<file path="src/common/fetch_pkg.sv">
package fetch_pkg;

  ////////////////////////////////////////
  // machine widths
  ////////////////////////////////////////

  localparam int PC_W         = 64;
  localparam int INST_W       = 32;

  // one fetch bundle is eight aligned words
  localparam int SLOTS        = 8;
  localparam int SLOT_W       = $clog2(SLOTS);
  localparam int BUNDLE_BYTES = 32;

  ////////////////////////////////////////
  // branch format
  ////////////////////////////////////////

  // opcode sits in the top six bits, displacement in the low 21
  localparam int OPC_W  = 6;
  localparam int DISP_W = 21;

  // unconditional branch and branch-to-subroutine
  localparam logic [OPC_W-1:0] OPC_BR  = 6'h30;
  localparam logic [OPC_W-1:0] OPC_BSR = 6'h34;

  typedef logic [PC_W-1:0]   pc_t;
  typedef logic [INST_W-1:0] inst_t;
  typedef logic [SLOT_W-1:0] slot_t;
  typedef logic [SLOTS-1:0]  slot_mask_t;

  // f0 lookup result
  typedef struct packed {
    logic  hit;
    slot_t pos;
    pc_t   target;
  } btb_pred_t;

  // f1 scan result, first unconditional branch only
  typedef struct packed {
    logic  found;
    slot_t pos;
    pc_t   target;
  } br_decode_t;

  // training request, pc is the bundle address
  typedef struct packed {
    logic  we;
    pc_t   pc;
    slot_t pos;
    pc_t   target;
  } btb_write_t;

  // bit n of mask qualifies words[n]
  typedef struct packed {
    inst_t [SLOTS-1:0] words;
    slot_mask_t        mask;
  } fetch_bundle_t;

endpackage

</file>
<file path="src/btb/btb_predictor.sv">
`timescale 1ns/100ps

module btb_predictor #(
  parameter int BTB_ENTRIES = 16
) (
  input  logic                  clock,
  input  logic                  reset_n,
  input  fetch_pkg::pc_t        pc_f0_i,
  input  fetch_pkg::btb_write_t btb_write_i,
  output fetch_pkg::pc_t        next_pc_o,
  output fetch_pkg::btb_pred_t  pred_o
);

  import fetch_pkg::*;

  // pc split: tag | index | bundle offset
  localparam int OFFS_W = $clog2(BUNDLE_BYTES);
  localparam int IDX_W  = $clog2(BTB_ENTRIES);
  localparam int TAG_W  = PC_W - OFFS_W - IDX_W;

  typedef logic [IDX_W-1:0] btb_idx_t;
  typedef logic [TAG_W-1:0] btb_tag_t;

  // entry storage
  logic [BTB_ENTRIES-1:0] valid_q;
  btb_tag_t               tag_q    [BTB_ENTRIES];
  slot_t                  pos_q    [BTB_ENTRIES];
  pc_t                    target_q [BTB_ENTRIES];

  btb_idx_t rd_idx;
  btb_tag_t rd_tag;
  btb_idx_t wr_idx;
  btb_tag_t wr_tag;
  logic     lookup_hit;

  ////////////////////////////////////////
  // f0 lookup
  ////////////////////////////////////////

  assign rd_idx = pc_f0_i[OFFS_W +: IDX_W];
  assign rd_tag = pc_f0_i[PC_W-1 -: TAG_W];

  assign lookup_hit = valid_q[rd_idx] && (tag_q[rd_idx] == rd_tag);

  // position is what later cuts the bundle after the branch
  assign pred_o = '{
    hit:    lookup_hit,
    pos:    pos_q[rd_idx],
    target: target_q[rd_idx]
  };

  // taken target on a hit, else the next sequential bundle
  assign next_pc_o = lookup_hit ? target_q[rd_idx]
                                : pc_f0_i + pc_t'(BUNDLE_BYTES);

  ////////////////////////////////////////
  // training from f1
  ////////////////////////////////////////

  assign wr_idx = btb_write_i.pc[OFFS_W +: IDX_W];
  assign wr_tag = btb_write_i.pc[PC_W-1 -: TAG_W];

  always_ff @(posedge clock or negedge reset_n) begin
    if (!reset_n) begin
      valid_q <= '0;
    end else if (btb_write_i.we) begin
      valid_q[wr_idx] <= 1'b1;
    end
  end

  // a write simply replaces whatever the entry held
  always_ff @(posedge clock) begin
    if (btb_write_i.we) begin
      tag_q[wr_idx]    <= wr_tag;
      pos_q[wr_idx]    <= btb_write_i.pos;
      target_q[wr_idx] <= btb_write_i.target;
    end
  end

endmodule

</file>
<file path="src/hdl/branch_decoder.sv">
`timescale 1ns/100ps

module branch_decoder (
  input  fetch_pkg::pc_t           pc_f1_i,
  input  fetch_pkg::fetch_bundle_t bundle_i,
  output fetch_pkg::br_decode_t    decode_o
);

  import fetch_pkg::*;

  ////////////////////////////////////////
  // branch format decode
  ////////////////////////////////////////

  // [31:26] opcode, [25:21] ra, [20:0] word displacement
  function automatic logic is_uncond_br(input inst_t inst);
    logic [OPC_W-1:0] opc;
    opc = inst[INST_W-1 -: OPC_W];
    return (opc == OPC_BR) || (opc == OPC_BSR);
  endfunction

  // target = updated pc + 4 * sext(disp)
  function automatic pc_t br_target(input pc_t slot_pc, input inst_t inst);
    logic [DISP_W-1:0] disp;
    pc_t               offset;
    disp   = inst[DISP_W-1:0];
    offset = {{(PC_W-DISP_W-2){disp[DISP_W-1]}}, disp, 2'b00};
    return slot_pc + pc_t'(4) + offset;
  endfunction

  slot_mask_t br_match;
  pc_t        slot_pc  [SLOTS];
  pc_t        slot_tgt [SLOTS];

  ////////////////////////////////////////
  // per-slot decode
  ////////////////////////////////////////

  always_comb begin
    for (int i = 0; i < SLOTS; i++) begin
      slot_pc[i]  = pc_f1_i + pc_t'(4 * i);
      br_match[i] = is_uncond_br(bundle_i.words[i]);
      slot_tgt[i] = br_target(slot_pc[i], bundle_i.words[i]);
    end
  end

  ////////////////////////////////////////
  // priority pick
  ////////////////////////////////////////

  // walk down so the lowest matching slot is written last
  always_comb begin
    decode_o = '0;
    for (int i = SLOTS - 1; i >= 0; i--) begin
      if (br_match[i]) begin
        decode_o.found  = 1'b1;
        decode_o.pos    = slot_t'(i);
        decode_o.target = slot_tgt[i];
      end
    end
  end

endmodule

</file>
<file path="src/hdl/fetch_redirect.sv">
`timescale 1ns/100ps

module fetch_redirect (
  input  logic                     clock,
  input  logic                     reset_n,
  input  logic                     load_fetch_i,
  input  logic                     flush_i,
  input  logic                     icache_stall_i,
  input  fetch_pkg::pc_t           pc_f0_i,
  input  fetch_pkg::btb_pred_t     pred_i,
  input  fetch_pkg::br_decode_t    decode_i,
  input  fetch_pkg::fetch_bundle_t bundle_i,
  output fetch_pkg::pc_t           pc_f1_o,
  output fetch_pkg::btb_write_t    btb_write_o,
  output logic                     override_vld_o,
  output fetch_pkg::pc_t           override_pc_o,
  output fetch_pkg::fetch_bundle_t decode_bundle_o
);

  import fetch_pkg::*;

  localparam slot_mask_t ALL_SLOTS = '1;

  // f1 stage contents
  pc_t       pc_f1_q;
  btb_pred_t pred_f1_q;
  logic      acc_f1_q;
  logic      flush_q;
  logic      override_q;

  logic       f1_vld;
  logic       mispredict;
  slot_mask_t keep_mask;
  slot_mask_t f1_mask;

  // towards the instruction buffer
  inst_t [SLOTS-1:0] dec_words_q;
  slot_mask_t        dec_mask_q;

  ////////////////////////////////////////
  // f0 -> f1 pipe register
  ////////////////////////////////////////

  // everything holds while the instruction buffer is full
  always_ff @(posedge clock or negedge reset_n) begin
    if (!reset_n) begin
      acc_f1_q   <= 1'b0;
      flush_q    <= 1'b0;
      override_q <= 1'b0;
    end else if (load_fetch_i) begin
      acc_f1_q   <= ~icache_stall_i;
      flush_q    <= flush_i;
      override_q <= override_vld_o;
    end
  end

  always_ff @(posedge clock) begin
    if (load_fetch_i) begin
      pc_f1_q   <= pc_f0_i;
      pred_f1_q <= pred_i;
    end
  end

  assign pc_f1_o = pc_f1_q;

  // wrong-path fetch after an override or flush is dropped
  assign f1_vld = acc_f1_q & ~flush_q & ~override_q & ~flush_i;

  ////////////////////////////////////////
  // prediction check
  ////////////////////////////////////////

  always_comb begin
    if (decode_i.found != pred_f1_q.hit) begin
      mispredict = 1'b1;
    end else if (decode_i.found) begin
      mispredict = (decode_i.pos != pred_f1_q.pos) ||
                   (decode_i.target != pred_f1_q.target);
    end else begin
      mispredict = 1'b0;
    end
  end

  assign override_vld_o = load_fetch_i & f1_vld & mispredict;

  // no branch found means f0 jumped on a stale hit, resume sequentially
  assign override_pc_o = decode_i.found ? decode_i.target
                                        : pc_f1_q + pc_t'(BUNDLE_BYTES);

  assign btb_write_o = '{
    we:     override_vld_o & decode_i.found,
    pc:     pc_f1_q,
    pos:    decode_i.pos,
    target: decode_i.target
  };

  ////////////////////////////////////////
  // f1 -> decode register
  ////////////////////////////////////////

  // keep slots up to and including the branch
  assign keep_mask = decode_i.found ? ALL_SLOTS >> (slot_t'(SLOTS - 1) - decode_i.pos)
                                    : ALL_SLOTS;
  assign f1_mask   = keep_mask & {SLOTS{f1_vld}};

  always_ff @(posedge clock or negedge reset_n) begin
    if (!reset_n) begin
      dec_mask_q <= '0;
    end else if (load_fetch_i) begin
      dec_mask_q <= f1_mask;
    end
  end

  always_ff @(posedge clock) begin
    if (load_fetch_i) begin
      dec_words_q <= bundle_i.words;
    end
  end

  assign decode_bundle_o = '{words: dec_words_q, mask: dec_mask_q};

endmodule

</file>
<file path="src/hdl/fetch_unit.sv">
`timescale 1ns/100ps

module fetch_unit #(
  parameter int BTB_ENTRIES = 16
) (
  input  logic                     clock,
  input  logic                     reset_n,
  // f0 pc from the pc generator
  input  fetch_pkg::pc_t           pc_f0_i,
  // icache data, valid in f1
  input  fetch_pkg::fetch_bundle_t bundle_i,
  input  logic                     icache_stall_i,
  input  logic                     instbuf_full_i,
  input  logic                     flush_i,
  // back to the pc generator
  output fetch_pkg::pc_t           next_pc_o,
  output logic                     override_vld_o,
  output fetch_pkg::pc_t           override_pc_o,
  // to the instruction buffer
  output fetch_pkg::fetch_bundle_t decode_bundle_o
);

  import fetch_pkg::*;

  logic       load_fetch;
  btb_pred_t  btb_pred;
  br_decode_t br_decode;
  btb_write_t btb_write;
  pc_t        pc_f1;

  // a flush always moves the pipe, even into a full buffer
  assign load_fetch = ~instbuf_full_i | flush_i;

  ////////////////////////////////////////
  // f0 branch target buffer
  ////////////////////////////////////////

  btb_predictor #(
    .BTB_ENTRIES (BTB_ENTRIES)
  ) i_btb (
    .clock       (clock),
    .reset_n     (reset_n),
    .pc_f0_i     (pc_f0_i),
    .btb_write_i (btb_write),
    .next_pc_o   (next_pc_o),
    .pred_o      (btb_pred)
  );

  ////////////////////////////////////////
  // f1 branch scan
  ////////////////////////////////////////

  branch_decoder i_brdec (
    .pc_f1_i  (pc_f1),
    .bundle_i (bundle_i),
    .decode_o (br_decode)
  );

  ////////////////////////////////////////
  // check, override and output register
  ////////////////////////////////////////

  fetch_redirect i_redirect (
    .clock           (clock),
    .reset_n         (reset_n),
    .load_fetch_i    (load_fetch),
    .flush_i         (flush_i),
    .icache_stall_i  (icache_stall_i),
    .pc_f0_i         (pc_f0_i),
    .pred_i          (btb_pred),
    .decode_i        (br_decode),
    .bundle_i        (bundle_i),
    .pc_f1_o         (pc_f1),
    .btb_write_o     (btb_write),
    .override_vld_o  (override_vld_o),
    .override_pc_o   (override_pc_o),
    .decode_bundle_o (decode_bundle_o)
  );

endmodule

</file>
<file path="config.mk">
export PLATFORM = sky130hd
export DESIGN_NAME = fetch_unit
export DESIGN_NICKNAME = d
export VERILOG_FILES = /design/src/common/fetch_pkg.sv /design/src/btb/btb_predictor.sv /design/src/hdl/branch_decoder.sv /design/src/hdl/fetch_redirect.sv /design/src/hdl/fetch_unit.sv
export SDC_FILE = /design/constraint.sdc
export NUM_CORES = 2
export LEC_CHECK = 0
export BUFFER_PORTS_ARGS = -buffer_cell sky130_fd_sc_hd__buf_2
export CAP_MARGIN = 15
export CORE_ASPECT_RATIO = 1.5
export CORE_MARGIN = 5
export CORE_UTILIZATION = 45
export DETAILED_ROUTE_END_ITERATION = 6
export PLACE_DENSITY_LB_ADDON = 0.1
export SLEW_MARGIN = 30
export SYNTH_ARGS = -nofsm -noshare
export SYNTH_HDL_FRONTEND = slang
export SYNTH_HIERARCHICAL = 1
export SYNTH_SLANG_ARGS = --single-unit
</file>
<file path="constraint.sdc">
create_clock -name clock -period 27.6 [get_ports clock]
set_input_delay 5.52 -clock clock [delete_from_list [all_inputs] [get_ports clock]]
set_output_delay 5.52 -clock clock [all_outputs]
set_load 0.005 [all_outputs]
</file>
==> results by group <==
Run status
  • Status: completed

Global routing
  • Total congestion overflow after global routing: 0
  • Via count of the first global-routing pass: 95000
  • Initial antenna violation count: 37
  • First-pass GRT wire length: approximately 730000 um
  • Maximum number of pins on one net before global-route repair: 95
  • GR Util All Layers: 34.0%

Clocking
  • Setup Fix Bufs, Post-CTS: 0
  • Number of buffers added to fix hold violations after cts: 0
  • Number of clock sinks: ~2400
  • Clock latency reported for the late side of the worst-skew pair: ~930 ps
  • CTS root buffer: sky130_fd_sc_hd__clkbuf_16
  • PostCTS Resize Cnt: 0
  • H-tree level count: 4
  • Clock tree from TritonCTS: done
  • Number of buffers created by CTS: around 220
  • Clock-pin slew of the registers on the worst-case setup and hold paths: 60 ps
  • Max clock buf depth: 4

Floorplanning
  • Count of boundary I/O pins: ~730
  • Initial Utilization: between 40% and 50%
  • DIE HEIGHT: slightly below 700 um
  • Area of the die: ~300000 sq um
  • Row Count: 243
  • Core ar.: just under 300000 sq um
  • Horiz. Die Dim: ~450 um

Detailed routing
  • Vias per inst: ~6.5
  • Via count: between 90000 and 100k
  • Remaining number of nets flagged by the antenna check after routing: 0
  • Average wire length per cell after detail routing: 36.6 um
  • First drt pass iteration count: 6
  • Routed wire length: approximately 530000 um
  • Remaining routing DRC violations: 0
  • Count of routing violations after the opening detailed-route iteration: approximately 9500

Yosys
  • Net count after synthesis: approximately 11000
  • Post-synthesis instance total: ~9900
  • Share of the synthesized area in the top cell type: between 50 and 60%
  • Portion of the post-synthesis area used by sequential elements: roughly 54%
  • Post-Synthesis Mean Instance Area: approximately 13 sq um
  • Number of storage elements in the synthesis netlist: approximately 2400
  • Distinct cell type count after synthesis: approximately 120
  • Count of warnings emitted by yosys: 6
  • Most area-hungry cell type in the Yosys netlist: sky130_fd_sc_hd__edfxtp_1
  • Primary flip-flop cell chosen by synthesis mapping: sky130_fd_sc_hd__edfxtp_1
  • Async set or reset register ratio after synthesis: about 1.1%
  • Count of flip-flops with a built-in enable after synthesis: between 2000 and 2500
  • Leading cell types by total area after synthesis: sky130_fd_sc_hd__edfxtp_1 53%, sky130_fd_sc_hd__mux4_2 8.7%, sky130_fd_sc_hd__ha_1 8.7%
  • Post-Synthesis Cell Area: about 130000 sq um

STA
  • RSZ-0062 raised after global routing: false
  • Hold Slack: ~460 ps
  • Worst rel slew slack: around 25%
  • Setup tns final: 0 ps
  • Number of pins with negative max-slew slack in the final report: 0
  • Final Skew: approximately 140 ps
  • Minimum setup slack in the final design: between 8000 and 9000 ps
  • Final Cycle Share: between 60 and 70%
  • Count of endpoints failing setup in the final report: 0
  • Time the final worst path needs with I/O delays and setup: ~19000 ps
  • Highest clock frequency the design can meet: roughly 53 MHz
  • Transition time of the tightest slew-check pin: 1110 ps
  • Number of hold-slack violations in the final timing report: 0

Final layout
  • Fraction of layout instances using a drive strength above 1: between 10% and 20%
  • Final #Nets: between 10000 and 15000
  • Filler cell count in the final layout: ~25000
  • P&R area growth vs syn: 12.0%
  • Summed area of non-filler cells in the final layout: 147000 sq um

Power
  • Maximum vdd drop: approximately 0.067 mV
  • Total leakage power: between 50 and 60 nW
  • Power density normalized to cell area: 64.5 nW/um^2

Worst setup path
  • List of cells traversed by the critical path: buf_2 -> buf_4 -> ha_1 -> ha_1 -> nand2_1 -> nor2_1 -> o2111ai_1 -> a31oi_1 -> a21o_1 -> nand3_1 -> a21oi_1 -> xnor2_1 -> a21oi_1 -> a221oi_1 -> a221oi_2 -> buf_4 -> xor2_1 -> nor4_1 -> nand3_1 -> nor4_2 -> nor2_1 -> buf_2
  • Maximum fanout encountered on the critical timing path: 24
  • Worst Setup End Kind: primary output
  • Buffers plus inverters on the worst setup path: 4
  • Critical Path Start Type: primary input
  • Origin of the critical flop-to-flop path: i_redirect/pc_f1_o[14]
  • Top delay family on crit path: compound AO/OA/AOI/OAI gates
  • Required time of the worst setup path: between 20000 and 25000 ps
  • Slowest library cell on the worst path: sky130_fd_sc_hd__a31oi_1
  • Worst setup path class: in2out
  • Reg-to-reg slack, setup: roughly 15000 ps
  • Arrival time at the worst endpoint: about 13000 ps
  • Largest stage delay on the critical path: a little under 900 ps
  • Reg2Reg Capture Point: i_btb/tag_q[5][41]
  • Critical path origin: bundle_i[124]
  • Number of cells traversed by the worst register-to-register path: 33

Hold path
  • Hold endpoint: i_btb/valid_q[4]
  • Class of the tightest hold or removal check: reg2reg
  • Startpoint of the tightest hold check path: i_btb/valid_q[4]
  • Count of cells along the worst hold path: 1

Placed design
  • Port Buf Inserts: ~700
  • Placed wire-length estimate: slightly below 400000 um
  • Post-Place Cell Area: 140000 sq um
  • Pre-CTS worst setup slack: about 9000 ps
  • Global placement routability congestion: 0.968

Run
  • Number of max-capacitance violations reported: 0
==> how the worst max path moves through the flow <==
stage,to,depth (start not counted)
2_1_floorplan,i_btb/valid_q[0],8
6_report,override_vld_o,22
5_1_grt,override_vld_o,23
3_3_place_gp,override_vld_o,20
3_5_place_dp,override_vld_o,25
4_1_cts,override_vld_o,25
==> routing by layer <==
layer | vias to the layer above | routed length (um) | track usage (%)
li1 | 40300 | - | -
met1 | 48900 | 194000 | 40.1
met2 | 4085 | 271000 | 60.8
met3 | 991 | 32800 | 3.95
met4 | 18 | 34600 | 17.9
met5 | - | 109 | 0
==> cell usage in the layout (no fill, tap or decap), drive strengths merged, types with 53 or more instances in the layout <==
cell type and n:
a31oi 82, inv 200, mux2i 179, nor3 123
nor2b 58, ha 911, nand4 169, a21o 239
a22oi 57, xnor2 413, clkbuf 272, clkinv 87
buf 1028, o21ai 476, a211oi 87, nor2 443
and3 63, mux2 96, mux4 509, edfxtp 2340
xor2 290, a21oi 678, o211ai 87, o22ai 84
o21bai 72, o21a 53, nand2 622, a221oi 74
nand3 184
==> cell families after synthesis <==
family                     after synthesis  share of synthesized area (%)
buffers and inverters                  776                           2.78
and+or+nand+nor                       1969                           7.35
muxes                                  784                           10.9
adders and majority gates              919                           8.78
xor gates and xnor gates               703                           4.68
DFF                                   2367                           53.9
AOI/OAI and AO/OA                     2356                           11.6
==> worst reg2reg max path, delay by kind of cell, from the launching register on <==
family	cells	cell delay (ps)
simple gates	18	5770
buf+inv	5	3200
compound gates	6	2100
xor+xnor	3	600
fa+ha+maj	1	460
flops	1	330
==> power breakdown <==
part,switching (W),internal [W]
combinational,0.00153,0.000789
clock,0.00137,0.00171
sequential,0.0000322,0.00408
==> state kept, by name (all words and copies together) (netlist names), 8 cells and up <==
| name | count |
|---|---|
| i_btb/target_q | 1024 |
| i_btb/tag_q | 880 |
| i_redirect/decode_bundle_o | 256 |
| i_btb/valid_q | 16 |
| i_redirect/pred_f1_q | 68 |
| i_redirect/dec_mask_q | 8 |
| i_btb/pos_q | 48 |
| i_redirect/pc_f1_o | 64 |
==> Yosys cell counts (all sizes together) (96+ instances only) <==
cell / count
clkbuf: 324
xnor2: 413
ha: 911
nand4: 169
inv: 191
xor2: 290
mux4: 509
a21o: 239
edfxtp: 2340
nor3: 123
mux2: 96
a21oi: 678
buf: 260
mux2i: 179
nand2: 622
nand3: 184
nor2: 443
o21ai: 476
==> stage by stage <==
step / power [W] / instances / util [%]
floorplan: 0.00560 / 9874 / -
global placement: 0.00645 / 14100 / 48.0
detailed placement: 0.00647 / 14100 / 48.1
CTS: 0.00952 / 14500 / 50.5
global route: 0.00984 / 14500 / 50.5
finish: 0.00951 / 14500 / 50.5
==> layout make-up <==
class | count | area [sq um] | share of cell area, %
Inverter | 192 | 728 | 0.494
Clock buffer | 272 | 5870 | 3.98
Tap cell | 3797 | 4750 | 3.22
Clock inverter | 132 | 1280 | 0.868
Timing Repair Buffer | 1028 | 6230 | 4.23
Antenna cell | 22 | 55.1 | 0.0374
Sequential cell | 2367 | 70900 | 48.1
Multi-Input combinational cell | 6731 | 57500 | 39.0
Power figures use the tool's default switching activity.
